**src/hdl/cache_geom_pkg.sv**
```systemverilog
package cache_geom_pkg;

   // word address, byte offset already stripped by the front end
   localparam int word_addr_w    = 14;
   localparam int offset_w       = 2;   // word within a line
   localparam int words_per_line = 2**offset_w;
   localparam int index_w        = 4;   // 16 sets
   localparam int tag_w          = 8;
   localparam int n_ways         = 4;
   localparam int line_addr_w    = tag_w + index_w;

   typedef logic [index_w-1:0]     index_t;
   typedef logic [tag_w-1:0]       tag_t;
   typedef logic [offset_w-1:0]    offset_t;
   typedef logic [line_addr_w-1:0] line_addr_t;

   // same 14 bits, two readings:
   // lookup side splits tag/index/offset, refill side wants the line number
   typedef union packed
   {
      struct packed
      {
         tag_t    tag;
         index_t  index;
         offset_t offset;
      } fields;
      struct packed
      {
         line_addr_t line;   // tag and index together
         offset_t    offset;
      } line;
   } word_addr_t;

endpackage

```
**src/hdl/cache_bus_pkg.sv**
```systemverilog
package cache_bus_pkg;

   localparam int data_w = 32;

   typedef logic [data_w-1:0]   data_t;
   typedef logic [data_w/8-1:0] strb_t;   // one enable per byte lane

   // one bit per way, one-hot or all zero
   typedef logic [cache_geom_pkg::n_ways-1:0] way_mask_t;

   // pending write-through word, packed as {addr, data, strb}
   localparam int wbuf_entry_w = cache_geom_pkg::word_addr_w + data_w + data_w/8;

   typedef logic [wbuf_entry_w-1:0] wbuf_entry_t;

endpackage

```
**src/hdl/plru_policy.sv**
```systemverilog
module plru_policy
(
   input  logic                    clk,
   input  logic                    reset,
   input  logic                    invalidate,
   input  cache_geom_pkg::index_t   lookup_index,
   input  logic                    plru_update,
   input  cache_bus_pkg::way_mask_t plru_way,
   output cache_bus_pkg::way_mask_t victim
);
   import cache_geom_pkg::*;
   import cache_bus_pkg::*;

   localparam int n_sets = 2**index_w;

   way_mask_t plru_bits [n_sets];   // one "recently used" bit per way
   way_mask_t bits_q;
   way_mask_t merged;

   assign merged = plru_bits[lookup_index] | plru_way;

   always_ff @(posedge clk)
   begin
      if (reset || invalidate)
      begin
         for (int s = 0; s < n_sets; s++)
            plru_bits[s] <= '0;
         bits_q <= '0;
      end
      else
      begin
         if (plru_update)
            plru_bits[lookup_index] <= (&merged) ? '0 : merged;   // all used, start over
         bits_q <= plru_bits[lookup_index];   // sync read like the other arrays
      end
   end

   // lowest-numbered way with its bit clear, descending loop so lowest wins
   always_comb
   begin
      victim = '0;
      for (int w = n_ways-1; w >= 0; w--)
         if (!bits_q[w])
            victim = way_mask_t'(1) << w;
   end

endmodule

```
**config.mk**
```make
export PLATFORM = sky130hd
export DESIGN_NAME = plru_policy
export DESIGN_NICKNAME = d
export VERILOG_FILES = /design/src/hdl/cache_geom_pkg.sv /design/src/hdl/cache_bus_pkg.sv /design/src/hdl/plru_policy.sv
export SDC_FILE = /design/constraint.sdc
export NUM_CORES = 1
export LEC_CHECK = 0
export ABC_CLOCK_PERIOD_IN_PS = 3600
export BUFFER_PORTS_ARGS = -buffer_cell sky130_fd_sc_hd__buf_2
export CAP_MARGIN = 15
export CELL_PAD_IN_SITES_DETAIL_PLACEMENT = 2
export CELL_PAD_IN_SITES_GLOBAL_PLACEMENT = 2
export CORE_ASPECT_RATIO = 1.2
export CORE_MARGIN = 2
export CORE_UTILIZATION = 30
export DETAILED_ROUTE_END_ITERATION = 8
export HOLD_SLACK_MARGIN = 0.05
export PLACE_DENSITY_LB_ADDON = 0.05
export RECOVER_POWER = 25
export SYNTH_ARGS = -nofsm -noshare
export SYNTH_HDL_FRONTEND = slang
export SYNTH_SLANG_ARGS = --single-unit
export TNS_END_PERCENT = 20
```
**constraint.sdc**
```tcl
create_clock -name clk -period 3.6 [get_ports clk]
set_clock_uncertainty 0.05 [all_clocks]
set_input_delay 0.72 -clock clk [delete_from_list [all_inputs] [get_ports clk]]
set_output_delay 0.72 -clock clk [all_outputs]
set_load 0.02 [all_outputs]
```
==> impl_summary.log <==
[metrics] run status: complete, no violations
[metrics] pin count of the biggest net entering global routing: 49
[metrics] area of the core region: 0.0119 sq mm
[metrics] First DRT Iteration DRCs: 158
[metrics] total length of routed wires: around 11000 um
[metrics] P per Cell Area: 533 mW/mm^2
[metrics] setup repair after global routing missed its margin: false
[metrics] starting density of the core: 0.304
[metrics] part of the cycle the worst path needs: 0.812
[metrics] actual transition at the worst max-transition pin: ~0.76 ns
[metrics] clock tree from TritonCTS: done
[metrics] cells resized by post-CTS repair: 0
[metrics] sum of negative setup slack: 0 ns
[metrics] Async S/R FF share, synth: 0
[metrics] net count after synthesis: a little under 300
[metrics] DR DRC count: 0
[metrics] HP Class: primary input to flop
[metrics] most numerous cell types in the synthesized netlist: sky130_fd_sc_hd__a311oi_1, sky130_fd_sc_hd__edfxtp_1, sky130_fd_sc_hd__nand2_1, sky130_fd_sc_hd__nor2_1, sky130_fd_sc_hd__mux2i_1
[metrics] Placer Congestion: 0.699
[metrics] Max Root-Sink Buffers: 2
[metrics] number of detailed-routing iterations run before antenna repair: 4
[metrics] multi-input logic area: roughly 0.0014 sq mm
[metrics] top cells by area in the synthesized netlist: sky130_fd_sc_hd__edfxtp_1, sky130_fd_sc_hd__a311oi_1, sky130_fd_sc_hd__mux4_2
[metrics] die width: 105 um
[metrics] reg2reg end: plru_bits[7][2]$_SDFFCE_PN0P_
[metrics] number of vias per cell: 5.76
[metrics] Yosys warning total: 0
[metrics] Max Clock Freq: 342 MHz
[metrics] number of cells produced by synthesis: around 280
[metrics] count of boundary I/O pins: 16
[metrics] Reg clk slew, reported paths: 0.06 ns
[metrics] DRT antenna net count: 0
[metrics] Reg2Reg Setup Slack: ~1.3 ns
[metrics] sequential cell area fraction in the yosys report: 0.551
[metrics] grt total ovfl: 0
[metrics] final setup violating endpoints: 0
[metrics] final hold violation count: 0
[metrics] CTS sink count: 68
[metrics] number of max-capacitance violations reported: 0
[metrics] antenna violations before repair: 0
[metrics] average instance area after synthesis: between 10 and 15 sq um
[metrics] startpoint of the most critical hold path: reset
[metrics] area used by sequential logic in the layout: 0.00200 sq mm
[metrics] CTS Buf Count: 9
[metrics] signed area change from the synthesized netlist to the final layout: 12.3%
[metrics] number of global-route vias before repair: 2830
[metrics] Worst Setup Path Type: primary input to flop
[metrics] post-CTS repair timing setup buffer count: 0
[metrics] deepest level of the CTS H-tree: 3
[metrics] Worst Path Required: roughly 3.7 ns
[metrics] path depth of the worst reg2reg path: 5
[metrics] global routing usage summed across all routing layers: 0.187
[metrics] worst-case hold path end point: bits_q[3]$_SDFF_PP0_
[metrics] row count: 44
[metrics] final critical-path setup slack: slightly below 0.7 ns
[metrics] share of post-route cells with drive strength above 1: 0.167
[metrics] die area: 0.0130 sq mm
[metrics] fraction of synthesized cell area taken by the top area cell type: 0.529
[metrics] number of enable-type register cells in the synthesized netlist: 64
[metrics] detailed-route wire length per cell: 25.2 um
[metrics] minimum clock period: 2.92 ns
[metrics] Cell Area, Synth: between 0.003 and 0.004 sq mm
[metrics] reported leakage power: 1.39 nW
[metrics] fill cell count: about 1300
[metrics] FF-to-FF Start: plru_bits[3][0]$_SDFFCE_PN0P_
[metrics] CTS root buf: sky130_fd_sc_hd__clkbuf_16
[metrics] Post-layout nets: between 200 and 300
[metrics] hold_buf cts: 0
[metrics] first-pass GRT wire length: around 18000 um
[metrics] worst setup slack before clock tree synthesis: 0.342 ns
[metrics] crit path max fanout: 48
[metrics] top cell type by total area after synthesis: sky130_fd_sc_hd__edfxtp_1
[metrics] number of distinct standard cells referenced by the synthesized netlist: 29
[metrics] Max VDD drop: 0.262 mV
[metrics] vias post-DR: 2587
[metrics] sort of element at the end of the critical path: flop
[metrics] #FFs+latches synth: 68
[metrics] sort of element at the start of the critical path: primary input
[metrics] arrival time of the worst setup path: 3.01 ns
[metrics] detailed placement HPWL: 7190 um
[metrics] pins over their slew limit: 0
[metrics] Most used DFF post-synth: sky130_fd_sc_hd__edfxtp_1
[metrics] Die Ht: 125 um
[metrics] antenna diode count: 0
[metrics] clock insertion delay at the later pin of the skew report: 0.34 ns
[metrics] count of buffers from port buffering: 15
[metrics] Slew headroom: 0.491
[metrics] Worst Hold Depth: 2
worst max-delay path by stage:
stage          cells after the start                              to            start  slack, ns
6_report                           6   plru_bits[7][2]$_SDFFCE_PN0P_  lookup_index[1]       0.68
5_1_grt                            6   plru_bits[3][1]$_SDFFCE_PN0P_  lookup_index[1]       0.47
4_1_cts                            6   plru_bits[7][2]$_SDFFCE_PN0P_  lookup_index[3]       0.70
3_5_place_dp                       6   plru_bits[7][2]$_SDFFCE_PN0P_  lookup_index[3]       0.34
3_3_place_gp                       6  plru_bits[14][0]$_SDFFCE_PN0P_  lookup_index[3]       0.40
2_1_floorplan                      9  plru_bits[13][0]$_SDFFCE_PN0P_  lookup_index[3]       1.06
layout by cell type (no fill, tap or decap), types with 8 or more instances in the layout:
master                      instances
sky130_fd_sc_hd__a311oi_1          64
sky130_fd_sc_hd__buf_2             10
sky130_fd_sc_hd__clkbuf_16          9
sky130_fd_sc_hd__edfxtp_1          64
sky130_fd_sc_hd__mux2_2             8
sky130_fd_sc_hd__mux2i_1           12
sky130_fd_sc_hd__mux4_2             8
sky130_fd_sc_hd__nand2_1           30
sky130_fd_sc_hd__nand3_1            8
sky130_fd_sc_hd__nor2_1            17
worst max-delay path, cell delays in order:
cell	delay [ns]
sky130_fd_sc_hd__clkbuf_1	0.54
sky130_fd_sc_hd__mux4_2	0.62
sky130_fd_sc_hd__mux2i_1	0.25
sky130_fd_sc_hd__nand3b_1	0.14
sky130_fd_sc_hd__and2_4	0.34
sky130_fd_sc_hd__a311oi_1	0.38
stage by stage:
step	util	cells	total power [W]	instance area, sq um	hold slack [ns]
after global placement	0.315	433	0.00118	3760	0.947
after detailed placement	0.315	433	0.00119	3760	0.946
after global routing	0.342	449	0.00226	4080	0.623
after floorplan	-	284	0.00110	3640	0.750
after CTS	0.343	449	0.00220	4090	0.594
final	0.342	449	0.00218	4080	0.593
layer usage:
metal,global-route usage,vias up,routed length (um)
met2,0.300,46,5490
met5,0,-,0
met4,0.0684,0,259
li1,-,1181,-
met3,0.0366,12,284
met1,0.249,1348,5280
registers in the layout (all words and copies together) (netlist names):
signal / count
bits_q: 4
plru_bits: 64
kinds of logic after synthesis:
family,Yosys count,synth area share
AO/OA/AOI/OAI,80,0.187
buffers and inverters,35,0.0606
flip-flops,68,0.551
multiplexers,28,0.107
AND/OR/NAND/NOR,73,0.0950
where the power goes:
group | switching [W] | internal (W)
Sequential | 0.0000125 | 0.000898
Combinational | 0.000191 | 0.0000641
Clock | 0.000340 | 0.000671
Total | 0.000543 | 0.00163
layout make-up:
class,count,area share
sequential,68,0.490
multi-input combinational,181,0.346
clock buffer,10,0.0561
tap,161,0.0493
timing repair buffer,22,0.0319
clock inverter,6,0.0251
inverter,1,0.000919
Power figures use the tool's default switching activity.
