--- src/hdl/cache_geom_pkg.sv ---
package cache_geom_pkg;

   // word address, byte offset already stripped by the front end
   localparam int word_addr_w    = 14;
   localparam int offset_w       = 2;   // word within a line
   localparam int words_per_line = 2**offset_w;
   localparam int index_w        = 4;   // 16 sets
   localparam int tag_w          = 8;
   localparam int n_ways         = 4;
   localparam int line_addr_w    = tag_w + index_w;

   typedef logic [index_w-1:0]     index_t;
   typedef logic [tag_w-1:0]       tag_t;
   typedef logic [offset_w-1:0]    offset_t;
   typedef logic [line_addr_w-1:0] line_addr_t;

   // same 14 bits, two readings:
   // lookup side splits tag/index/offset, refill side wants the line number
   typedef union packed
   {
      struct packed
      {
         tag_t    tag;
         index_t  index;
         offset_t offset;
      } fields;
      struct packed
      {
         line_addr_t line;   // tag and index together
         offset_t    offset;
      } line;
   } word_addr_t;

endpackage

--- src/hdl/cache_bus_pkg.sv ---
package cache_bus_pkg;

   localparam int data_w = 32;

   typedef logic [data_w-1:0]   data_t;
   typedef logic [data_w/8-1:0] strb_t;   // one enable per byte lane

   // one bit per way, one-hot or all zero
   typedef logic [cache_geom_pkg::n_ways-1:0] way_mask_t;

   // pending write-through word, packed as {addr, data, strb}
   localparam int wbuf_entry_w = cache_geom_pkg::word_addr_w + data_w + data_w/8;

   typedef logic [wbuf_entry_w-1:0] wbuf_entry_t;

endpackage

--- src/hdl/write_buffer.sv ---
module write_buffer
#(
   parameter int depth_w = 3
)
(
   input  logic                      clk,
   input  logic                      reset,
   input  logic                      push,
   input  cache_bus_pkg::wbuf_entry_t entry_in,
   input  logic                      pop,
   output cache_bus_pkg::wbuf_entry_t entry_out,
   output logic                      full,
   output logic                      empty
);
   import cache_bus_pkg::*;

   localparam int depth = 2**depth_w;

   wbuf_entry_t        mem [depth];
   logic [depth_w-1:0] wr_ptr;
   logic [depth_w-1:0] rd_ptr;
   logic [depth_w:0]   count;     // one extra bit to tell full from empty
   logic               pop_en;

   assign pop_en    = pop & ~empty;   // pop with nothing there is ignored
   assign full      = (count == (depth_w+1)'(depth));
   assign empty     = (count == '0);
   assign entry_out = mem[rd_ptr];    // head shows the cycle after the push

   always_ff @(posedge clk)
      if (push)
         mem[wr_ptr] <= entry_in;

   always_ff @(posedge clk)
   begin
      if (reset)
      begin
         wr_ptr <= '0;
         rd_ptr <= '0;
         count  <= '0;
      end
      else
      begin
         if (push)
            wr_ptr <= wr_ptr + 1'b1;   // wraps at depth
         if (pop_en)
            rd_ptr <= rd_ptr + 1'b1;
         count <= count + (push ? 1'b1 : 1'b0) - (pop_en ? 1'b1 : 1'b0);
      end
   end

   // controller holds ready low while full, so a push here means lost data
   a_no_overflow: assert property (@(posedge clk) disable iff (reset)
      !(push && full));

endmodule

--- config.mk ---
export PLATFORM = sky130hd
export DESIGN_NAME = write_buffer
export DESIGN_NICKNAME = d
export VERILOG_FILES = /design/src/hdl/cache_geom_pkg.sv /design/src/hdl/cache_bus_pkg.sv /design/src/hdl/write_buffer.sv
export SDC_FILE = /design/constraint.sdc
export NUM_CORES = 1
export LEC_CHECK = 0
export ABC_AREA = 1
export BUFFER_PORTS_ARGS = -buffer_cell sky130_fd_sc_hd__buf_4
export CAP_MARGIN = 20
export CORE_MARGIN = 4
export CORE_UTILIZATION = 45
export CTS_CLUSTER_DIAMETER = 40
export DETAILED_ROUTE_END_ITERATION = 8
export HOLD_SLACK_MARGIN = 0.1
export PLACE_DENSITY = 0.7
export SLEW_MARGIN = 10
export SYNTH_ARGS = -nofsm -noshare
export SYNTH_HDL_FRONTEND = slang
export SYNTH_SLANG_ARGS = --single-unit
--- constraint.sdc ---
create_clock -name clk -period 3.9 [get_ports clk]
set_clock_uncertainty 0.15 [all_clocks]
set_input_delay 0.195 -clock clk [delete_from_list [all_inputs] [get_ports clk]]
set_output_delay 0.195 -clock clk [all_outputs]
set_load 0.03 [all_outputs]
==> impl_metrics.json, run 1 <==
{
  "run_status": "completed",
  "grt_overflow_total": 0,
  "ys_top_cells_by_area": "sky130_fd_sc_hd__edfxtp_1 (66%), sky130_fd_sc_hd__nand2_1 (14%), sky130_fd_sc_hd__inv_1 (8.5%), sky130_fd_sc_hd__nand3_1 (5.7%), sky130_fd_sc_hd__buf_6 (2.7%)",
  "first_global_vias": 11964,
  "clkSinkCount": 413,
  "synth_xor_xnor_area_share": 0.000480,
  "yosys.cell_types.count": 18,
  "yosys_register_bits": 413,
  "hold_end": "wr_ptr[0]$_SDFFE_PP0P_",
  "number_of_buffers_added_on_ports": 105,
  "final_nets": 2029,
  "post_synth_instance_area_um2": 18200,
  "number_of_flops_mapped_to_enable_cells_by_yosys": 400,
  "starting_utilization_of_the_core_area": 0.457,
  "ffs_w_async_s_r_synth": 0,
  "post_dp_cell_area_um2": 19300,
  "yosys_top_cell_area_share": 0.658,
  "post_synth_fa_ha_maj_area_fraction": 0.00590,
  "synth.net_count": 1876,
  "drc": 0,
  "wire_per_inst_um": 15.4,
  "finalWeightedCongestion": 0.765,
  "clkPwrFrac": 0.344,
  "largest_family_of_logic_cells_by_synthesized_area": "simple AND/OR/NAND/NOR gates",
  "synthSimpleGateAreaFrac": 0.197,
  "cp-start-kind": "flip-flop",
  "netSwitchingPower_w": 0.00388,
  "internal-power_w": 0.00860,
  "syn_area_per_cell_um2": 10.1,
  "cp_data_arrival_time_ns": 2.98,
  "chipWidth_um": 209,
  "number_of_top_level_design_ports": 106,
  "ctsRootBufferMaster": "sky130_fd_sc_hd__clkbuf_16",
  "core.rowCount": 73,
  "critical_path.reg2reg.startpoint": "count[2]$_SDFF_PP0_",
  "power.share.combinational": 0.249,
  "core_area_um2": 39900,
  "dp_slack_ns": 1.15,
  "tritoncts": "done",
  "firstDrtPassIters": 5,
  "synth-seq-area-share": 0.673,
  "worstReg2RegEnd": "count[1]$_SDFF_PP0_",
  "finalWirelength_mm": 39.0,
  "synth-main-ff-cell": "sky130_fd_sc_hd__edfxtp_1",
  "grt_setup_unrepaired": "false",
  "postRouteAntennaNets": 0,
  "netlist.top_cell.by_area": "sky130_fd_sc_hd__edfxtp_1",
  "yosys-mux-area-fraction": 0,
  "drv_cap": 0,
  "report.final.hold_viol_count": 0,
  "swShare": 0.311,
  "cts_post_setup_buffers_inserted": 0,
  "dieHeight_um": 209,
  "maxSlewHeadroom": 0.328,
  "critical_path_class": "reg2out",
  "dieArea_um2": 43800,
  "worst_ep_required_time_ns": 3.56,
  "worstHoldStart": "reset",
  "timing.setup.tns_ns": 0,
  "ys.warnings.count": 0,
  "initial_antenna_violation_count": 4,
  "detail_route.vias_per_cell": 4.74,
  "gr-usage-all-layers": 0.177,
  "peakVddDrop_uv": 409,
  "layout-area-overhead-vs-synth_pct": 17.3,
  "timing.reg2reg.setup_slack_ns": 1.12,
  "crit_path_end_kind": "output port",
  "period_utilisation_layout": 0.852,
  "min-delay-path-class": "in2reg",
  "hold_depth": 3,
  "post_synth_inst_count": 1814,
  "post_synthesis_compound_gate_area_fraction": 0.00302,
  "worstMarginPinSlew_ns": 1.01,
  "timing.fmax_mhz": 301,
  "clock_tree.htree_level_count": 2,
  "finish.instance_area_um2": 21400,
  "cts-buffers-inserted": 49,
  "crit_fanout": 38,
  "clkTransAtPathRegs_ns": 0.06,
  "power_frac_seq": 0.408,
  "final_max_slew_viol_count": 0,
  "dp_hpwl_mm": 20.6,
  "detailroute.via_count": 12009,
  "timing.reg2reg.worst_path_depth": 10,
  "clk_latency_ns": 0.55,
  "leakagePower_nw": 9.77,
  "p_total_w": 0.0125,
  "first_iter_violations": 785,
  "clock_path_buffers": 3,
  "grt_first_pass_wirelength_mm": 62.5,
  "final_period_minus_worst_setup_slack_ns": 3.32,
  "power.density_cell_area_nw_per_um2": 583,
  "setup_violations": 0,
  "grt_max_degree": 201,
  "fillerInstances": 3332,
  "drive_above_1_share": 0.105,
  "fin_ws_ns": 0.578
}
[worst max-delay path, cell delays in order, from the launching register on]
cell	delay [ns]
sky130_fd_sc_hd__dfxtp_4	0.65
sky130_fd_sc_hd__clkinv_2	0.68
sky130_fd_sc_hd__buf_4	0.48
sky130_fd_sc_hd__nand3_1	0.12
sky130_fd_sc_hd__nand2_1	0.05
sky130_fd_sc_hd__nand2_1	0.06
sky130_fd_sc_hd__nand2_1	0.12
sky130_fd_sc_hd__buf_4	0.19
[per-stage QoR]
step	util	std cells	hold WS, ns
5_1_grt	0.536	2532	0.257
3_5_place_dp	0.484	2387	0.251
4_1_cts	0.536	2529	0.196
3_3_place_gp	0.484	2387	0.246
2_1_floorplan	-	1814	0.114
6_report	0.536	2532	0.228
[registers in the layout (all words and copies together) (netlist names), named ones only]
| register | count |
|---|---|
| wr_ptr | 3 |
| mem | 400 |
| rd_ptr | 3 |
| count | 4 |
[repair_timing]
action,4_1_cts,5_1_grt
resized for setup,0,0
hold buffers,54,0
hold endpoints to repair,413,0
[final cells by class]
cell class / instances / area [um2] / share of cell area
Inverter: 416 / 1570 / 0.0732
Sequential cell: 413 / 12300 / 0.574
Timing Repair Buffer: 178 / 1520 / 0.0711
Multi-Input combinational cell: 909 / 3830 / 0.179
Antenna cell: 3 / 7.51 / 0.000351
Tap cell: 525 / 657 / 0.0307
Clock inverter: 26 / 251 / 0.0117
Clock buffer: 62 / 1280 / 0.0600
[kinds of logic (layout without fill, tap and decap cells)]
family / Yosys count / after routing
AOI/OAI and AO/OA: 11 / 11
xor gates and xnor gates: 1 / 1
adders and majority gates: 8 / 8
buffers and inverters: 492 / 682
DFF: 413 / 413
other: 0 / 3
and+or+nand+nor: 889 / 889
[power by group through the flow]
stage	combinational (W)	clock, W	sequential [W]
after floorplan	0.00228	0	0.00513
after global placement	0.00301	0	0.00517
after detailed placement	0.00307	0	0.00518
after CTS	0.00314	0.00438	0.00509
after global routing	0.00345	0.00457	0.00510
final	0.00310	0.00429	0.00509
[how the worst max path moves through the flow]
stage	endpoint	slack (ns)	cells after the start
after floorplan	mem[0][0]$_DFFE_PP_	0.54	2
after global placement	entry_out[12]	1.14	7
after detailed placement	entry_out[12]	1.15	7
after CTS	entry_out[12]	0.54	7
after global routing	entry_out[12]	0.34	7
final	entry_out[9]	0.58	7
[cells in the mapped netlist, types with 2 or more instances]
cell type	instances
sky130_fd_sc_hd__buf_6	44
sky130_fd_sc_hd__nand3_1	207
sky130_fd_sc_hd__buf_2	16
sky130_fd_sc_hd__ha_1	7
sky130_fd_sc_hd__inv_1	414
sky130_fd_sc_hd__buf_1	4
sky130_fd_sc_hd__dfxtp_1	13
sky130_fd_sc_hd__nor2_1	18
sky130_fd_sc_hd__a21oi_1	8
sky130_fd_sc_hd__o21ai_0	3
sky130_fd_sc_hd__clkbuf_1	12
sky130_fd_sc_hd__edfxtp_1	400
sky130_fd_sc_hd__inv_2	2
sky130_fd_sc_hd__nand2_1	662
[routing by layer]
| layer | track usage | vias to the layer above | wire (um) |
|---|---|---|---|
| li1 | - | 5953 | - |
| met1 | 0.235 | 5712 | 17300 |
| met2 | 0.300 | 270 | 18800 |
| met3 | 0.0338 | 72 | 2080 |
| met4 | 0.0542 | 2 | 786 |
| met5 | 0 | - | 13 |
[cell usage in the layout, fill, tap and decap left out]
cell and count:
sky130_fd_sc_hd__a21oi_1 8, sky130_fd_sc_hd__buf_12 4, sky130_fd_sc_hd__buf_4 120, sky130_fd_sc_hd__bufinv_16 4
sky130_fd_sc_hd__clkbuf_1 12, sky130_fd_sc_hd__clkbuf_16 49, sky130_fd_sc_hd__clkbuf_8 1, sky130_fd_sc_hd__clkinv_1 5
sky130_fd_sc_hd__clkinv_2 10, sky130_fd_sc_hd__clkinv_4 1, sky130_fd_sc_hd__clkinvlp_4 4, sky130_fd_sc_hd__dfxtp_1 10
sky130_fd_sc_hd__dfxtp_2 1, sky130_fd_sc_hd__dfxtp_4 2, sky130_fd_sc_hd__diode_2 3, sky130_fd_sc_hd__dlygate4sd3_1 54
sky130_fd_sc_hd__edfxtp_1 400, sky130_fd_sc_hd__fa_1 1, sky130_fd_sc_hd__ha_1 7, sky130_fd_sc_hd__inv_1 413
sky130_fd_sc_hd__inv_2 1, sky130_fd_sc_hd__inv_6 3, sky130_fd_sc_hd__inv_8 1, sky130_fd_sc_hd__nand2_1 662
sky130_fd_sc_hd__nand3_1 207, sky130_fd_sc_hd__nor2_1 10, sky130_fd_sc_hd__nor2_4 8, sky130_fd_sc_hd__nor3b_1 1
sky130_fd_sc_hd__o21ai_0 3, sky130_fd_sc_hd__or2_2 1, sky130_fd_sc_hd__xnor2_1 1
Power figures use the tool's default switching activity.
==> run 2, diff against run 1 <==
Settings changed: CORE_UTILIZATION 45 to 50, PLACE_DENSITY 0.7 to 0.75, SETUP_SLACK_MARGIN set to 0.4.
==> run 2 against run 1 <==
Effect of this change:
- clock power up 5%
- final cell count down 2.4%
- global-route usage up 2.0 points
- largest power group unchanged
- highest routed layer unchanged
==> impl_metrics.json, run 2 (same netlist as run 1, synthesis figures left out) <==
{
  "post_dp_cell_area_um2": 19300,
  "final_period_minus_worst_setup_slack_ns": 3.19,
  "worstMarginPinSlew_ns": 0.970,
  "worst_ep_required_time_ns": 3.56,
  "cp-start-kind": "flip-flop",
  "ctsRootBufferMaster": "sky130_fd_sc_hd__clkbuf_16",
  "initial_antenna_violation_count": 1,
  "core.rowCount": 69,
  "clkSinkCount": 413,
  "largest_reg_flops": 400,
  "firstDrtPassIters": 5,
  "leakagePower_nw": 9.82,
  "grt_setup_unrepaired": "false",
  "tritoncts": "done",
  "registers.top_by_ff_count": "mem",
  "grt_first_pass_wirelength_mm": 61.8,
  "dieHeight_um": 199,
  "finalWirelength_mm": 39.4,
  "timing.setup.tns_ns": 0,
  "detail_route.vias_per_cell": 4.92,
  "drc": 0,
  "setup_violations": 0,
  "clock_path_buffers": 3,
  "crit_fanout": 84,
  "layout_commonest_cell": "sky130_fd_sc_hd__nand2_1",
  "core_area_um2": 35700,
  "first_global_vias": 11904,
  "cts-buffers-inserted": 49,
  "run_status": "completed",
  "period_utilisation_layout": 0.819,
  "chipWidth_um": 199,
  "drive_above_1_share": 0.109,
  "starting_utilization_of_the_core_area": 0.510,
  "number_of_top_level_design_ports": 106,
  "timing.fmax_mhz": 313,
  "fillerInstances": 2818,
  "layout.cells.most_common_list": "sky130_fd_sc_hd__nand2_1 (662), sky130_fd_sc_hd__inv_1 (413), sky130_fd_sc_hd__edfxtp_1 (400), sky130_fd_sc_hd__nand3_1 (207), sky130_fd_sc_hd__buf_4 (121)",
  "finalWeightedCongestion": 0.770,
  "layout-area-overhead-vs-synth_pct": 17.6,
  "number_of_buffers_added_on_ports": 105,
  "report.final.hold_viol_count": 0,
  "first_iter_violations": 1008,
  "postRouteAntennaNets": 0,
  "gr-usage-all-layers": 0.198,
  "grt_overflow_total": 0,
  "critical_path_class": "reg2out",
  "detailroute.via_count": 12153,
  "dieArea_um2": 39600,
  "reg.largest.list": "mem: 400 flops, count: 4 flops",
  "final_max_slew_viol_count": 0,
  "finish.instance_area_um2": 21400,
  "clock_tree.htree_level_count": 2,
  "dp_hpwl_mm": 20.8,
  "clkTransAtPathRegs_ns": 0.06,
  "clk_latency_ns": 0.55,
  "cp_data_arrival_time_ns": 2.85,
  "min-delay-path-class": "in2reg",
  "cts_post_setup_buffers_inserted": 0,
  "final_nets": 2032,
  "maxSlewHeadroom": 0.352,
  "power.density_cell_area_nw_per_um2": 591,
  "crit_path_end_kind": "output port",
  "wire_per_inst_um": 15.9,
  "grt_max_degree": 110,
  "peakVddDrop_uv": 369,
  "postLayoutCoreUtil": 0.600,
  "drv_cap": 0
}
[run 2: cell types whose count changed in the layout (fill, tap and decap cells not counted), sizes merged]
cell / change
clkinvlp: +2
diode: -2
dlygate4sd3: +1
clkbuf: -1
buf: +2
inv: +2
clkinv: -1
[run 2: per-layer routing]
| layer | part of all wire | vias to the layer above | track usage |
|---|---|---|---|
| li1 | - | 5961 | - |
| met1 | 0.43 | 5769 | 0.260 |
| met2 | 0.50 | 341 | 0.336 |
| met3 | 0.052 | 80 | 0.0330 |
| met4 | 0.023 | 2 | 0.0679 |
| met5 | 0.00033 | - | 0 |
[run 2: final timing paths]
kind | endpoint | slack, ns | from | cells after the start
max | entry_out[48] | 0.71 | flip-flop | 7
min | count[0]$_SDFF_PP0_ | 0.23 | reset | 3
max reg2reg | count[0]$_SDFF_PP0_ | 1.55 | count[2]$_SDFF_PP0_ | 9
min reg2reg | flip-flop | 0.35 | rd_ptr[1]$_SDFFE_PP0P_ | 2
[run 2: report_power, final]
part | switching [W] | internal [W] | leakage, nW
logic | 0.00207 | 0.000997 | 5.30
registers | 0.000122 | 0.00500 | 3.74
clock network | 0.00178 | 0.00271 | 0.778
total | 0.00397 | 0.00871 | 9.82
[run 2: cell type report]
class	count	area, um2	area share
sequential	413	12300	0.573
antenna	1	2.50	0.000117
clock buffer	61	1330	0.0622
tap	461	577	0.0269
inverter	416	1570	0.0731
timing repair buffer	181	1560	0.0727
clock inverter	29	294	0.0137
multi-input combinational	909	3830	0.179
[run 2: critical path, stage by stage (launching register included)]
cell and delay [ns]:
sky130_fd_sc_hd__dfxtp_4 0.76, sky130_fd_sc_hd__buf_4 0.79, sky130_fd_sc_hd__nand2_1 0.16, sky130_fd_sc_hd__nand3_1 0.12
sky130_fd_sc_hd__nand2_1 0.06, sky130_fd_sc_hd__nand2_1 0.08, sky130_fd_sc_hd__nand2_1 0.09, sky130_fd_sc_hd__buf_4 0.17
[run 2: per-stage QoR]
step,std cells,total power (W),hold WS [ns],setup slack [ns]
6_report,2471,0.0127,0.231,0.708
5_1_grt,2470,0.0133,0.244,0.495
4_1_cts,2470,0.0128,0.207,0.646
3_5_place_dp,2325,0.00823,0.248,1.26
3_3_place_gp,2325,0.00815,0.244,1.31
2_1_floorplan,1814,0.00740,0.114,0.536
[run 2: what timing repair did]
item / CTS / global route
hold endpoints to repair: 413 / 0
gates resized for setup: 0 / 0
hold buffers: 55 / 0
