===== config.mk =====
export PLATFORM = sky130hd
export DESIGN_NAME = cache_control
export DESIGN_NICKNAME = d
export VERILOG_FILES = /design/src/hdl/cache_geom_pkg.sv /design/src/hdl/cache_bus_pkg.sv /design/src/hdl/cache_control.sv
export SDC_FILE = /design/constraint.sdc
export NUM_CORES = 1
export LEC_CHECK = 0
export BUFFER_PORTS_ARGS = -buffer_cell sky130_fd_sc_hd__buf_2
export CAP_MARGIN = 25
export CORE_AREA = 5 5 108 110
export DETAILED_ROUTE_END_ITERATION = 6
export DIE_AREA = 0 0 113 115
export PLACE_DENSITY = 0.68
export SYNTH_ARGS = -nofsm -noshare
export SYNTH_HDL_FRONTEND = slang
export SYNTH_SLANG_ARGS = --single-unit

===== constraint.sdc =====
create_clock -name clk -period 4.2 [get_ports clk]
set_input_delay 0.42 -clock clk [delete_from_list [all_inputs] [get_ports clk]]
set_output_delay 0.42 -clock clk [all_outputs]
set_load 0.02 [all_outputs]

===== src/hdl/cache_geom_pkg.sv =====
package cache_geom_pkg;

   // word address, byte offset already stripped by the front end
   localparam int word_addr_w    = 14;
   localparam int offset_w       = 2;   // word within a line
   localparam int words_per_line = 2**offset_w;
   localparam int index_w        = 4;   // 16 sets
   localparam int tag_w          = 8;
   localparam int n_ways         = 4;
   localparam int line_addr_w    = tag_w + index_w;

   typedef logic [index_w-1:0]     index_t;
   typedef logic [tag_w-1:0]       tag_t;
   typedef logic [offset_w-1:0]    offset_t;
   typedef logic [line_addr_w-1:0] line_addr_t;

   // same 14 bits, two readings:
   // lookup side splits tag/index/offset, refill side wants the line number
   typedef union packed
   {
      struct packed
      {
         tag_t    tag;
         index_t  index;
         offset_t offset;
      } fields;
      struct packed
      {
         line_addr_t line;   // tag and index together
         offset_t    offset;
      } line;
   } word_addr_t;

endpackage


===== src/hdl/cache_bus_pkg.sv =====
package cache_bus_pkg;

   localparam int data_w = 32;

   typedef logic [data_w-1:0]   data_t;
   typedef logic [data_w/8-1:0] strb_t;   // one enable per byte lane

   // one bit per way, one-hot or all zero
   typedef logic [cache_geom_pkg::n_ways-1:0] way_mask_t;

   // pending write-through word, packed as {addr, data, strb}
   localparam int wbuf_entry_w = cache_geom_pkg::word_addr_w + data_w + data_w/8;

   typedef logic [wbuf_entry_w-1:0] wbuf_entry_t;

endpackage


===== src/hdl/cache_control.sv =====
module cache_control
(
   input  logic                      clk,
   input  logic                      reset,
   // front end
   input  logic                      valid,
   input  cache_geom_pkg::word_addr_t addr,
   input  cache_bus_pkg::data_t       wdata,
   input  cache_bus_pkg::strb_t       wstrb,
   output cache_bus_pkg::data_t       rdata,
   output logic                      ready,
   // back-end read channel
   output logic                      replace_valid,
   output cache_geom_pkg::line_addr_t replace_addr,
   input  logic                      replace_ready,
   input  logic                      read_valid,
   input  cache_geom_pkg::offset_t    read_addr,
   input  cache_bus_pkg::data_t       read_rdata,
   // from ways, plru and buffer
   input  cache_bus_pkg::way_mask_t   way_hit,
   input  cache_bus_pkg::data_t       hit_word,
   input  cache_bus_pkg::way_mask_t   victim,
   input  logic                      wbuf_full,
   input  logic                      wbuf_empty,
   // to ways, plru and buffer
   output cache_geom_pkg::index_t     lookup_index,
   output cache_geom_pkg::word_addr_t req_addr,
   output cache_bus_pkg::data_t       req_wdata,
   output cache_bus_pkg::strb_t       req_wstrb,
   output logic                      hit_write,
   output logic                      fill_we,
   output cache_bus_pkg::way_mask_t   fill_way,
   output cache_geom_pkg::offset_t    fill_offset,
   output cache_bus_pkg::data_t       fill_data,
   output logic                      tag_we,
   output logic                      plru_update,
   output cache_bus_pkg::way_mask_t   plru_way,
   output logic                      wbuf_push,
   // status
   output logic                      read_hit,
   output logic                      read_miss,
   output logic                      write_hit,
   output logic                      write_miss
);
   import cache_geom_pkg::*;
   import cache_bus_pkg::*;

   localparam logic [2:0] st_idle    = 3'd0;
   localparam logic [2:0] st_lookup  = 3'd1;   // memories read the held index
   localparam logic [2:0] st_compare = 3'd2;   // tags out and hit decided
   localparam logic [2:0] st_drain   = 3'd3;   // let earlier writes leave first
   localparam logic [2:0] st_request = 3'd4;   // replace_valid up
   localparam logic [2:0] st_refill  = 3'd5;   // collecting beats
   localparam logic [2:0] st_tag     = 3'd6;   // tag + valid written

   logic [2:0] state;
   word_addr_t addr_q;
   data_t      wdata_q;
   strb_t      wstrb_q;
   way_mask_t  victim_q;
   offset_t    beat_cnt;
   logic       missed;      // this request already went through a refill
   logic       is_write;
   logic       hit;
   logic       miss_start;
   logic       last_beat;

   assign is_write   = |wstrb_q;   // any strobe set means write
   assign hit        = |way_hit;
   assign ready      = (state == st_compare) & (is_write ? ~wbuf_full : hit);
   assign miss_start = (state == st_compare) & ~is_write & ~hit;
   assign last_beat  = read_valid & (beat_cnt == offset_t'(words_per_line-1));

   assign rdata = hit_word;   // valid in the ready cycle of a read

   // status pulses ride on ready
   assign read_hit   = ready & ~is_write & ~missed;
   assign read_miss  = ready & ~is_write & missed;
   assign write_hit  = ready & is_write & hit;
   assign write_miss = ready & is_write & ~hit;   // no allocate on write miss

   assign lookup_index = addr_q.fields.index;
   assign req_addr     = addr_q;
   assign req_wdata    = wdata_q;
   assign req_wstrb    = wstrb_q;

   assign hit_write = write_hit;              // merge bytes into the hit way
   assign wbuf_push = ready & is_write;       // every write goes through
   // covers plain hits and the final lookup after a refill
   assign plru_update = ready & hit;
   assign plru_way    = way_hit;

   assign replace_valid = (state == st_request);
   assign replace_addr  = addr_q.line.line;
   assign fill_we       = (state == st_refill) & read_valid;
   assign fill_way      = victim_q;
   assign fill_offset   = read_addr;   // beats may arrive out of order
   assign fill_data     = read_rdata;
   assign tag_we        = (state == st_tag);

   // request payload and frozen victim
   always_ff @(posedge clk)
   begin
      if (state == st_idle && valid)
      begin
         addr_q  <= addr;
         wdata_q <= wdata;
         wstrb_q <= wstrb;
      end
      if (miss_start)
         victim_q <= victim;   // frozen for the whole refill
   end

   always_ff @(posedge clk)
   begin
      if (reset)
      begin
         state    <= st_idle;
         missed   <= 1'b0;
         beat_cnt <= '0;
      end
      else
      begin
         case (state)
            st_idle:
               if (valid)
               begin
                  missed <= 1'b0;
                  state  <= st_lookup;
               end
            st_lookup:
               state <= st_compare;
            st_compare:
               if (ready)
                  state <= st_idle;
               else if (miss_start)
               begin
                  missed <= 1'b1;
                  state  <= st_drain;
               end   // write with buffer full just waits here
            st_drain:
               if (wbuf_empty)
                  state <= st_request;
            st_request:
               if (replace_ready)
               begin
                  beat_cnt <= '0;
                  state    <= st_refill;
               end
            st_refill:
               if (read_valid)
               begin
                  beat_cnt <= beat_cnt + 1'b1;
                  if (last_beat)
                     state <= st_tag;
               end
            st_tag:
               state <= st_lookup;   // re-read so the new line hits
            default:
               state <= st_idle;
         endcase
      end
   end

   // request and its line address hold while the back end stalls the accept
   a_replace_hold: assert property (@(posedge clk) disable iff (reset)
      replace_valid && !replace_ready |=> replace_valid && $stable(replace_addr));

endmodule


==> results of run 1 <==
final timing paths:
kind	start	to	cells past startpoint
setup / recovery	state[1]$_SDFFE_PP0P_	write_hit	4
hold / removal	addr[4]	req_addr[4]$_DFFE_PP_	1
setup reg to reg	state[1]$_SDFFE_PP0P_	fill_way[0]$_DFFE_PP_	3
hold reg to reg	beat_cnt[1]$_SDFFE_PP0P_	beat_cnt[1]$_SDFFE_PP0P_	2
state kept, by name, indices dropped and copies added (netlist names):
name,cells
state,3
req_wdata,32
beat_cnt,2
fill_way,4
req_wstrb,4
missed,1
req_addr,14
logic make-up (layout without fill, tap and decap cells):
group                    Yosys count  after routing  synth area share
adder cells (fa/ha/maj)            1              1          0.004570
multiplexers                       1              1          0.003656
AND/OR/NAND/NOR                   30             30           0.06718
buffers and inverters             95            170            0.2500
flip-flops                        60             60            0.6362
AO/OA/AOI/OAI                     17             17           0.03839
layer usage:
layer / vias up / wire (um)
met3: 40 / 1009
met4: 0 / 338
met1: 791 / 2294
li1: 771 / -
met5: - / 0
met2: 120 / 3017
area by class of cell:
| cell class | count | area, um2 | share of cell area |
|---|---|---|---|
| multi-input cells | 49 | 322.8 | 0.09919 |
| flip-flops and latches | 60 | 1742 | 0.5352 |
| clock buffers | 9 | 123.9 | 0.03806 |
| well taps | 140 | 175.2 | 0.05383 |
| inverters | 4 | 15.01 | 0.004614 |
| repair buffers | 150 | 753.2 | 0.2314 |
| clock inverters | 7 | 122.6 | 0.03768 |
where the power goes:
part	switching, mW	internal, mW
Clock	0.248	0.397
Combinational	0.167	0.0779
Sequential	0.0263	0.719
Yosys cell counts (all sizes together):
master / n
mux2i: 1
o32ai: 1
and4b: 1
nor3b: 1
a21oi: 7
nor2: 4
nand4b: 1
nor4: 3
dfxtp: 6
nor4bb: 1
edfxtp: 54
nor2b: 2
or4: 2
a31oi: 1
a211oi: 1
nand2b: 4
a21bo: 1
o21ai: 5
nand2: 2
buf: 88
inv: 4
ha: 1
o221ai: 1
nor3: 7
and3: 2
clkbuf: 3
worst register-to-register path, stage by stage (launching register included):
cell and delay (ns):
dfxtp_1 0.54, nor3b_1 0.62, nand2_1 0.15, nor2_1 0.35
stage by stage:
stage	total power [mW]	setup slack, ns	utilization	cell area [um2]
floorplan	1.006	1.163	-	2743
global placement	1.003	2.112	0.2837	3008
detailed placement	1.009	2.013	0.2837	3008
CTS	1.664	1.616	0.3069	3254
global route	1.711	1.418	0.3069	3254
finish	1.635	1.618	0.3069	3254
==> reports/results.ini, run 1 <==
[detailed_routing]
routedWlPerCell_um = 15.89
vias_per_cell = 4.110
drtPass1Iterations = 4
wirelength_um = 6659
drt_iter0_markers = 49
drc = 0
num_vias = 1722
ant_nets = 0

[yosys]
netlist_top_cells_area = edfxtp_1, buf_4, dfxtp_1
yosysSeqAreaShare = 0.6362
synth_warnings = 0
synth_top_area_share = 0.5923
synth.distinct_cells = 29
synth_seq_cells = 60
synth_top_area_cell = edfxtp_1
avgSynthCellArea_um2 = 13.42
synthCells = 204
netlist_area_mm2 = 0.002738
synth_fp_nets = 336

[grt]
grt_max_degree = 52
use_met3 = 0.06632
grt_usage = 0.09820
overflow = 0
first_global_vias = 1839
grt.busiest_layer = met2
antenna_found_initial = 0
met2_usage = 0.1465
met1_usage = 0.09763
grt_pass1_wl_um = 9632

[sta]
hold_slack_ns = 0.2575
final_max_slew_viol_count = 0
finalCritPeriodShare = 0.6147
period_needed_ns = 2.582
worstMarginPinSlew_ns = 0.6719
finalHoldViolCount = 0
max_freq_ghz = 0.3874
tns_ns = 0
setup_viol = 0
rsz0062_at_grt = false
finClkSkew_ns = 0.009730
relSlewSlack = 0.5483

[worst_setup_path]
cp.arrival_ns = 2.16
max_stage_delay_ns = 0.61
path_delay_family = simple AND/OR/NAND/NOR gates
crit_path_cell_trace = nor3b_1 -> nand2_1 -> nor3_1 -> buf_2
start_kind = register
criticalPathCategory = register to output port
rrSetupSlack_ns = 2.20
crit_slowest_cell = nor3b_1
cp-end-kind = output port
crit_buf_inv = 1
crit_required_ns = 3.78
cp_max_fo = 11

[clocking]
clkSlewWorstSetupHoldPaths_ns = 0.08
cts_tree = yes
cts_sinks = 60
postCtsResizedCells = 0
clock_latency_ns = 0.33
holdBufCountCts = 0
clock_path_buffers = 2
postCtsSetupRepairBufs = 0
cts.htree.levels = 3
clockRootBuffer = clkbuf_8
numCtsBuffers = 9

[cells_and_area]
n_antenna_cell = 0
drive_above_1_share = 0.6093
nNetsFinal = 406
fin_cells = 419
final_cell_mix = buf_2, edfxtp_1, clkbuf_8
nFillCells = 1080
area_delta_synth_final_pct = 18.88
layout_commonest_cell = buf_2

[floorplanning]
design.core.area_mm2 = 0.01060
fp-row-count = 38
die_h_um = 115
start_util = 0.2582
pin_count = 282
die-area_mm2 = 0.01300
die_w_um = 113

[power_and_ir_drop]
power.density_mw_per_mm2 = 502.5
irDropWorstVdd_v = 0.0002328
leakage_nw = 1.384

[hold_path]
hold_class = input port to register

[status]
status = finished, final reports clean

[placed_design]
gp_congestion = 0.7617
dp_cells = 403
portBuffers = 149
dp_hpwl_um = 5248

[flow_run]
maxCapViolCount = 0

Power figures use the tool's default switching activity.
==> run 2, diff against run 1 <==
ABC_AREA = 1   (was not set)
CORE_AREA = 5 5 106 108   (was 5 5 108 110)
DIE_AREA = 0 0 111 113   (was 0 0 113 115)
clock period = 2.5 ns   (was 4.2 ns; I/O delays follow)
==> run 2 against run 1 <==
Via count rose by 1.7%. Flip-flop and latch count unchanged. Combinational power rose to 4.5 times the previous value. Critical path type unchanged. Sequential power rose by 100%. Critical endpoint unchanged.
==> reports/results.ini, run 2 <==
[detailed_routing]
drt_iter0_markers = 52  ; +6.1%
wirelength_um = 6553  ; -1.6%
drtPass1Iterations = 4  ; unchanged
vias_per_cell = 3.944  ; -4.0%
drc = 0  ; unchanged
ant_nets = 0  ; unchanged
num_vias = 1751  ; +1.7%
routedWlPerCell_um = 14.76  ; -7.1%

[hold_path]
hold_class = input port to register
min-delay-start = reset

[clocking]
clkSlewWorstSetupHoldPaths_ns = 0.07  ; about the same
clock_path_buffers = 2  ; unchanged
cts.htree.levels = 3  ; unchanged
holdBufCountCts = 0  ; unchanged
cts_sinks = 60  ; unchanged
numCtsBuffers = 9  ; unchanged
clock_latency_ns = 0.33  ; about the same
cts_tree = yes
clockRootBuffer = clkbuf_8
postCtsResizedCells = 0  ; unchanged
postCtsSetupRepairBufs = 0  ; unchanged

[yosys]
synth_top_area_share = 0.5747  ; -0.01760
synth-edff-count = 54  ; unchanged
synthCells = 231  ; +13%
synth_async_sr_flop_share = 0  ; unchanged
netlist_top_cells_area = edfxtp_1, buf_4, dfxtp_1
yosysSeqAreaShare = 0.6173  ; -0.01890
synth.distinct_cells = 26  ; -10%
ys.flop_type = edfxtp_1
netlist_area_mm2 = 0.002821  ; +3.1%
synthTopCellsByCount = buf_4, edfxtp_1, nand2_1, nor2_1, inv_1
synth_fp_nets = 363  ; +8.0%
synth_seq_cells = 60  ; unchanged
synth.most_common_cell = buf_4
avgSynthCellArea_um2 = 12.21  ; -9.0%
synth_warnings = 0  ; unchanged
synth_top_area_cell = edfxtp_1

[worst_setup_path]
crit_buf_inv = 2  ; +1
cp_max_fo = 4  ; -7
cp.arrival_ns = 1.71  ; -0.45 ns
criticalPathCategory = register to output port
cp_common_cell = nand2_1
path_delay_family = simple AND/OR/NAND/NOR gates
start_kind = register
reg2reg_from = state[2]$_SDFFE_PP0P_
crit_start = req_wstrb[1]$_DFFE_PP_
crit_slowest_cell = edfxtp_1
crit_required_ns = 2.25  ; -1.53 ns
cp-end-kind = output port
crit_path_cell_trace = nor2_1 -> nand2_1 -> nand2_1 -> nand3_2 -> nor2_2 -> nand2_1 -> inv_1 -> buf_2
max_stage_delay_ns = 0.38  ; -0.23 ns

[sta]
finClkSkew_ns = 0.01097  ; +0.001237 ns
finalCritPeriodShare = 0.7843
fin_ws_ns = 0.5392  ; -1.079 ns
finalHoldViolCount = 0  ; unchanged
relSlewSlack = 0.5721  ; +0.02380
period_needed_ns = 1.961
tns_ns = 0  ; unchanged
hold_slack_ns = 0.08120  ; -0.1763 ns
final_max_slew_viol_count = 0  ; unchanged
setup_viol = 0  ; unchanged
max_freq_ghz = 0.5100
worstMarginPinSlew_ns = 0.6418  ; -0.03011 ns
rsz0062_at_grt = false

[cells_and_area]
final_cell_mix = buf_2, edfxtp_1, nand2_1
design_area_mm2 = 0.003266  ; +0.35%
layout_commonest_cell = buf_2
fin_cells = 444  ; +6.0%
n_antenna_cell = 0  ; unchanged
nNetsFinal = 435  ; +7.1%
drive_above_1_share = 0.5942  ; -0.01516
largest_register_ffs = 32  ; unchanged
area_delta_synth_final_pct = 15.74

[placed_design]
portBuffers = 149  ; unchanged
gp_congestion = 0.7801  ; +2.4%
place_ws_ns = 0.7956  ; -1.218 ns
placed_area_mm2 = 0.003088  ; +2.7%
dp_cells = 428  ; +6.2%
dp_hpwl_um = 5456  ; +4.0%

[floorplanning]
start_util = 0.2783  ; +0.02009
design.core.area_mm2 = 0.01014  ; -4.4%
die-area_mm2 = 0.01254  ; -3.5%
fp-row-count = 37  ; -2.6%
die_h_um = 113  ; -1.7%
die_w_um = 111  ; -1.8%
pin_count = 282  ; unchanged

[grt]
first_global_vias = 1883  ; +2.4%
grt_usage = 0.1035  ; +0.005269
grt_max_degree = 52  ; unchanged
overflow = 0  ; unchanged
antenna_found_initial = 0  ; unchanged
grt_pass1_wl_um = 10160  ; +5.5%

[power_and_ir_drop]
leakage_nw = 1.483  ; +7.2%
irDropWorstVdd_v = 0.0002932  ; +26%
power.density_mw_per_mm2 = 1035  ; +110%

[status]
status = finished, final reports clean

[flow_run]
maxCapViolCount = 0  ; unchanged

## run 2: cell types whose count changed in the layout (fill, tap and decap cells not counted), sizes merged, moves of 3 or more
cell,previous run,this run
clkinv,1,5
nand3,0,6
nand2,2,22
nand2b,4,0
a21oi,7,3
inv,5,17
nor3,7,2
nor2,4,20
bufinv,3,0
## run 2: cells by family after synthesis
family | Yosys count | share of synthesized area
buffers and inverters | 107 | 0.2621
AO/OA/AOI/OAI | 8 | 0.01641
AND/OR/NAND/NOR | 55 | 0.09978
flip-flops | 60 | 0.6173
adder cells (fa/ha/maj) | 1 | 0.004434
## run 2: layer usage
layer	GRT usage	up-vias	wire, um
met1	0.1007	796	2290
met3	0.06684	20	778
met2	0.1764	119	3373
met5	0	-	0
li1	-	816	-
met4	0.04023	0	110
## run 2: final timing paths
kind / to / slack (ns) / cells after the start
hold reg to reg: beat_cnt[1]$_SDFFE_PP0P_ / 0.52 / 2
setup / recovery: write_hit / 0.54 / 8
hold / removal: state[2]$_SDFFE_PP0P_ / 0.08 / 2
setup reg to reg: req_addr[1]$_DFFE_PP_ / 0.83 / 2
## run 2: worst reg2reg max path: stages, from the launching register on
cell and delay (ns):
dfxtp_1 0.45, nor4_4 0.25, buf_4 0.54
## run 2: power by group
| part | total, mW | internal, mW | switching, mW |
|---|---|---|---|
| registers | 1.52 | 1.41 | 0.117 |
| logic | 1.10 | 0.326 | 0.774 |
| clock network | 0.755 | 0.361 | 0.394 |
| total | 3.38 | 2.10 | 1.28 |
## run 2: area by class of cell
cell class | count | area, um2
Clock buffer | 9 | 123.9
Clock inverter | 7 | 53.80
Fill cell | 1025 | 6873
Inverter | 18 | 67.56
Multi-Input combinational cell | 64 | 355.3
Sequential cell | 60 | 1742
Tap cell | 136 | 170.2
Timing Repair Buffer | 150 | 753.2
## run 2: stage by stage
stage                 util  total power, mW
finish              0.3221            3.380
CTS                 0.3221            3.449
global route        0.3221            3.594
floorplan                -            2.520
global placement    0.3046            2.651
detailed placement  0.3046            2.675
==> run 3, diff against run 2 <==
ABC_AREA = 0   (was 1)
CORE_AREA = 5 5 108 110   (was 5 5 106 108)
DIE_AREA = 0 0 113 115   (was 0 0 111 113)
clock period = 1.65 ns   (was 2.5 ns; I/O delays follow)
==> run 3 against run 2 <==
The run now ends with setup timing left. Combinational power is 24% lower. Largest cell class unchanged. Total power rose by 19%. Worst setup slack got worse by 0.84 ns. Flip-flop and latch count unchanged. Clock skew decreased by 0.0066 ns. Register-to-register slack lost 0.95 ns. Die area increased by 3.6%. Core utilization rose by 5.6 points. Wire length grew 27%. Non-clock buffer count up 70. First-iteration DRC count up 98%.
==> reports/results.ini, run 3 (synthesis gave the netlist of run 1 again) <==
[cells_and_area]
multi_input_area_um2 = 411.6  ; +16%
area_delta_synth_final_pct = 46.53
fin_cells = 489  ; +10%
largest_register_ffs = 32  ; unchanged
final_cell_mix = buf_2, edfxtp_1, dlygate4sd3_1
n_antenna_cell = 0  ; unchanged
fin_util = 0.3783  ; +0.05623
nNetsFinal = 476  ; +9.4%
drive_above_1_share = 0.5673  ; -0.02682
seqCellArea_mm2 = 0.001747  ; +0.29%
layout_commonest_cell = buf_2
nFillCells = 1016  ; -0.88%

[detailed_routing]
ant_nets = 0  ; unchanged
drt_iter0_markers = 103  ; +98%
num_vias = 2029  ; +16%
drtPass1Iterations = 4  ; unchanged
vias_per_cell = 4.149  ; +5.2%
drc = 0  ; unchanged
wirelength_um = 8329  ; +27%
routedWlPerCell_um = 17.03  ; +15%

[power_and_ir_drop]
leakage_nw = 1.704  ; +15%
irDropWorstVdd_v = 0.0006430  ; +120%
power.density_mw_per_mm2 = 1007  ; -2.7%
total_power_mw = 4.039  ; +19%

[floorplanning]
die_h_um = 115  ; +1.8%
start_util = 0.2582  ; -0.02009
fp-row-count = 38  ; +2.7%
die_w_um = 113  ; +1.8%
die-area_mm2 = 0.01300  ; +3.6%
pin_count = 282  ; unchanged
design.core.area_mm2 = 0.01060  ; +4.6%

[sta]
finClkSkew_ns = 0.004359  ; -0.006608 ns
setup_viol = 12  ; +12
finalHoldViolCount = 0  ; unchanged
worstMarginPinSlew_ns = 0.4084  ; -0.2335 ns
hold_slack_ns = 0.07957  ; -0.001631 ns
max_freq_ghz = 0.5128
fin_ws_ns = -0.3001  ; -0.8393 ns
relSlewSlack = 0.7252  ; +0.1531
period_needed_ns = 1.950
rsz0062_at_grt = true
final_max_slew_viol_count = 0  ; unchanged
finalCritPeriodShare = 1.182

[clocking]
clock_path_buffers = 2  ; unchanged
numCtsBuffers = 9  ; unchanged
clock_latency_ns = 0.34  ; about the same
clockRootBuffer = clkbuf_8
cts_sinks = 60  ; unchanged
clkSlewWorstSetupHoldPaths_ns = 0.07  ; about the same
cts_tree = yes
cts.htree.levels = 3  ; unchanged

[placed_design]
dp_hpwl_um = 5841  ; +7.1%
portBuffers = 149  ; unchanged
gp_congestion = 0.7758  ; -0.55%
place_ws_ns = 0.03335  ; -0.7622 ns
dp_cells = 414  ; -3.3%

[grt]
grt_pass1_wl_um = 11890  ; +17%
grt_max_degree = 44  ; -15%
first_global_vias = 2184  ; +16%
grt_usage = 0.1228  ; +0.01935
antenna_found_initial = 0  ; unchanged
overflow = 0  ; unchanged

[worst_setup_path]
cp-end-kind = output port
path_delay_family = simple AND/OR/NAND/NOR gates
crit_required_ns = 1.48  ; -0.77 ns
criticalPathCategory = register to output port
crit_slowest_cell = or4_4
cp_common_cell = buf_6
cp.arrival_ns = 1.79  ; +0.08 ns
max_stage_delay_ns = 0.54  ; +0.16 ns
start_kind = register
cp_max_fo = 4  ; unchanged
crit_buf_inv = 2  ; unchanged
crit_path_cell_trace = or4_4 -> buf_6 -> nor3_4 -> buf_6

[status]
violations = setup timing
status = finished, violations left

[hold_path]
hold_class = input port to register

[flow_run]
maxCapViolCount = 0  ; unchanged

-- run 3: cell count changes in the layout (fill, tap and decap cells not counted), sizes merged, moves of 4 or more --
| cell | previous run | this run |
|---|---|---|
| dlygate4sd3 | 0 | 54 |
| nand2 | 22 | 2 |
| inv | 17 | 4 |
| nor3 | 2 | 7 |
| nor2 | 20 | 4 |
| buf | 150 | 166 |
| a21oi | 3 | 7 |
| nand3 | 6 | 0 |
| nand2b | 0 | 4 |
-- run 3: power breakdown --
part	switching (mW)	internal, mW	total (mW)	leakage (nW)
combinational	0.493	0.348	0.841	1.05
clock	0.618	0.688	1.31	0.0926
sequential	0.0613	1.83	1.89	0.561
-- run 3: layout make-up --
| cell class | instances | area share |
|---|---|---|
| clock buffer | 9 | 0.03088 |
| clock inverter | 7 | 0.01684 |
| inverter | 4 | 0.003743 |
| multi-input combinational | 49 | 0.1026 |
| sequential | 60 | 0.4354 |
| tap | 140 | 0.04367 |
| timing repair buffer | 220 | 0.3668 |
-- run 3: timing repair --
action,in CTS,in global routing
pin swaps,5,8
hold buffers,54,0
endpoints found under the setup margin,8,13
setup buffers,3,5
gates resized for setup,16,10
endpoints found under the hold margin,54,0
-- run 3: path summary, 6_finish.rpt --
check             slack [ns]                        to                      from  depth (start not counted)
hold reg to reg         0.55  beat_cnt[0]$_SDFFE_PP0P_  beat_cnt[0]$_SDFFE_PP0P_                          2
hold / removal          0.08     state[2]$_SDFFE_PP0P_                     reset                          2
setup / recovery       -0.30                 read_miss    req_wstrb[0]$_DFFE_PP_                          4
setup reg to reg       -0.12     fill_way[3]$_DFFE_PP_    req_wstrb[0]$_DFFE_PP_                          5
-- run 3: stage by stage --
step / instance area, um2 / setup TNS (ns)
final: 4011 / -1.623
after global routing: 4011 / -2.378
after CTS: 3964 / -1.712
after detailed placement: 3153 / 0
after global placement: 3153 / 0
after floorplan: 2815 / -31.12
-- run 3: per-layer routing --
layer	vias to the layer above	part of all wire	track usage
met3	33	0.12	0.06053
met4	0	0.043	0.08734
met1	945	0.33	0.1188
met5	-	0	0
met2	138	0.51	0.2050
li1	913	-	-
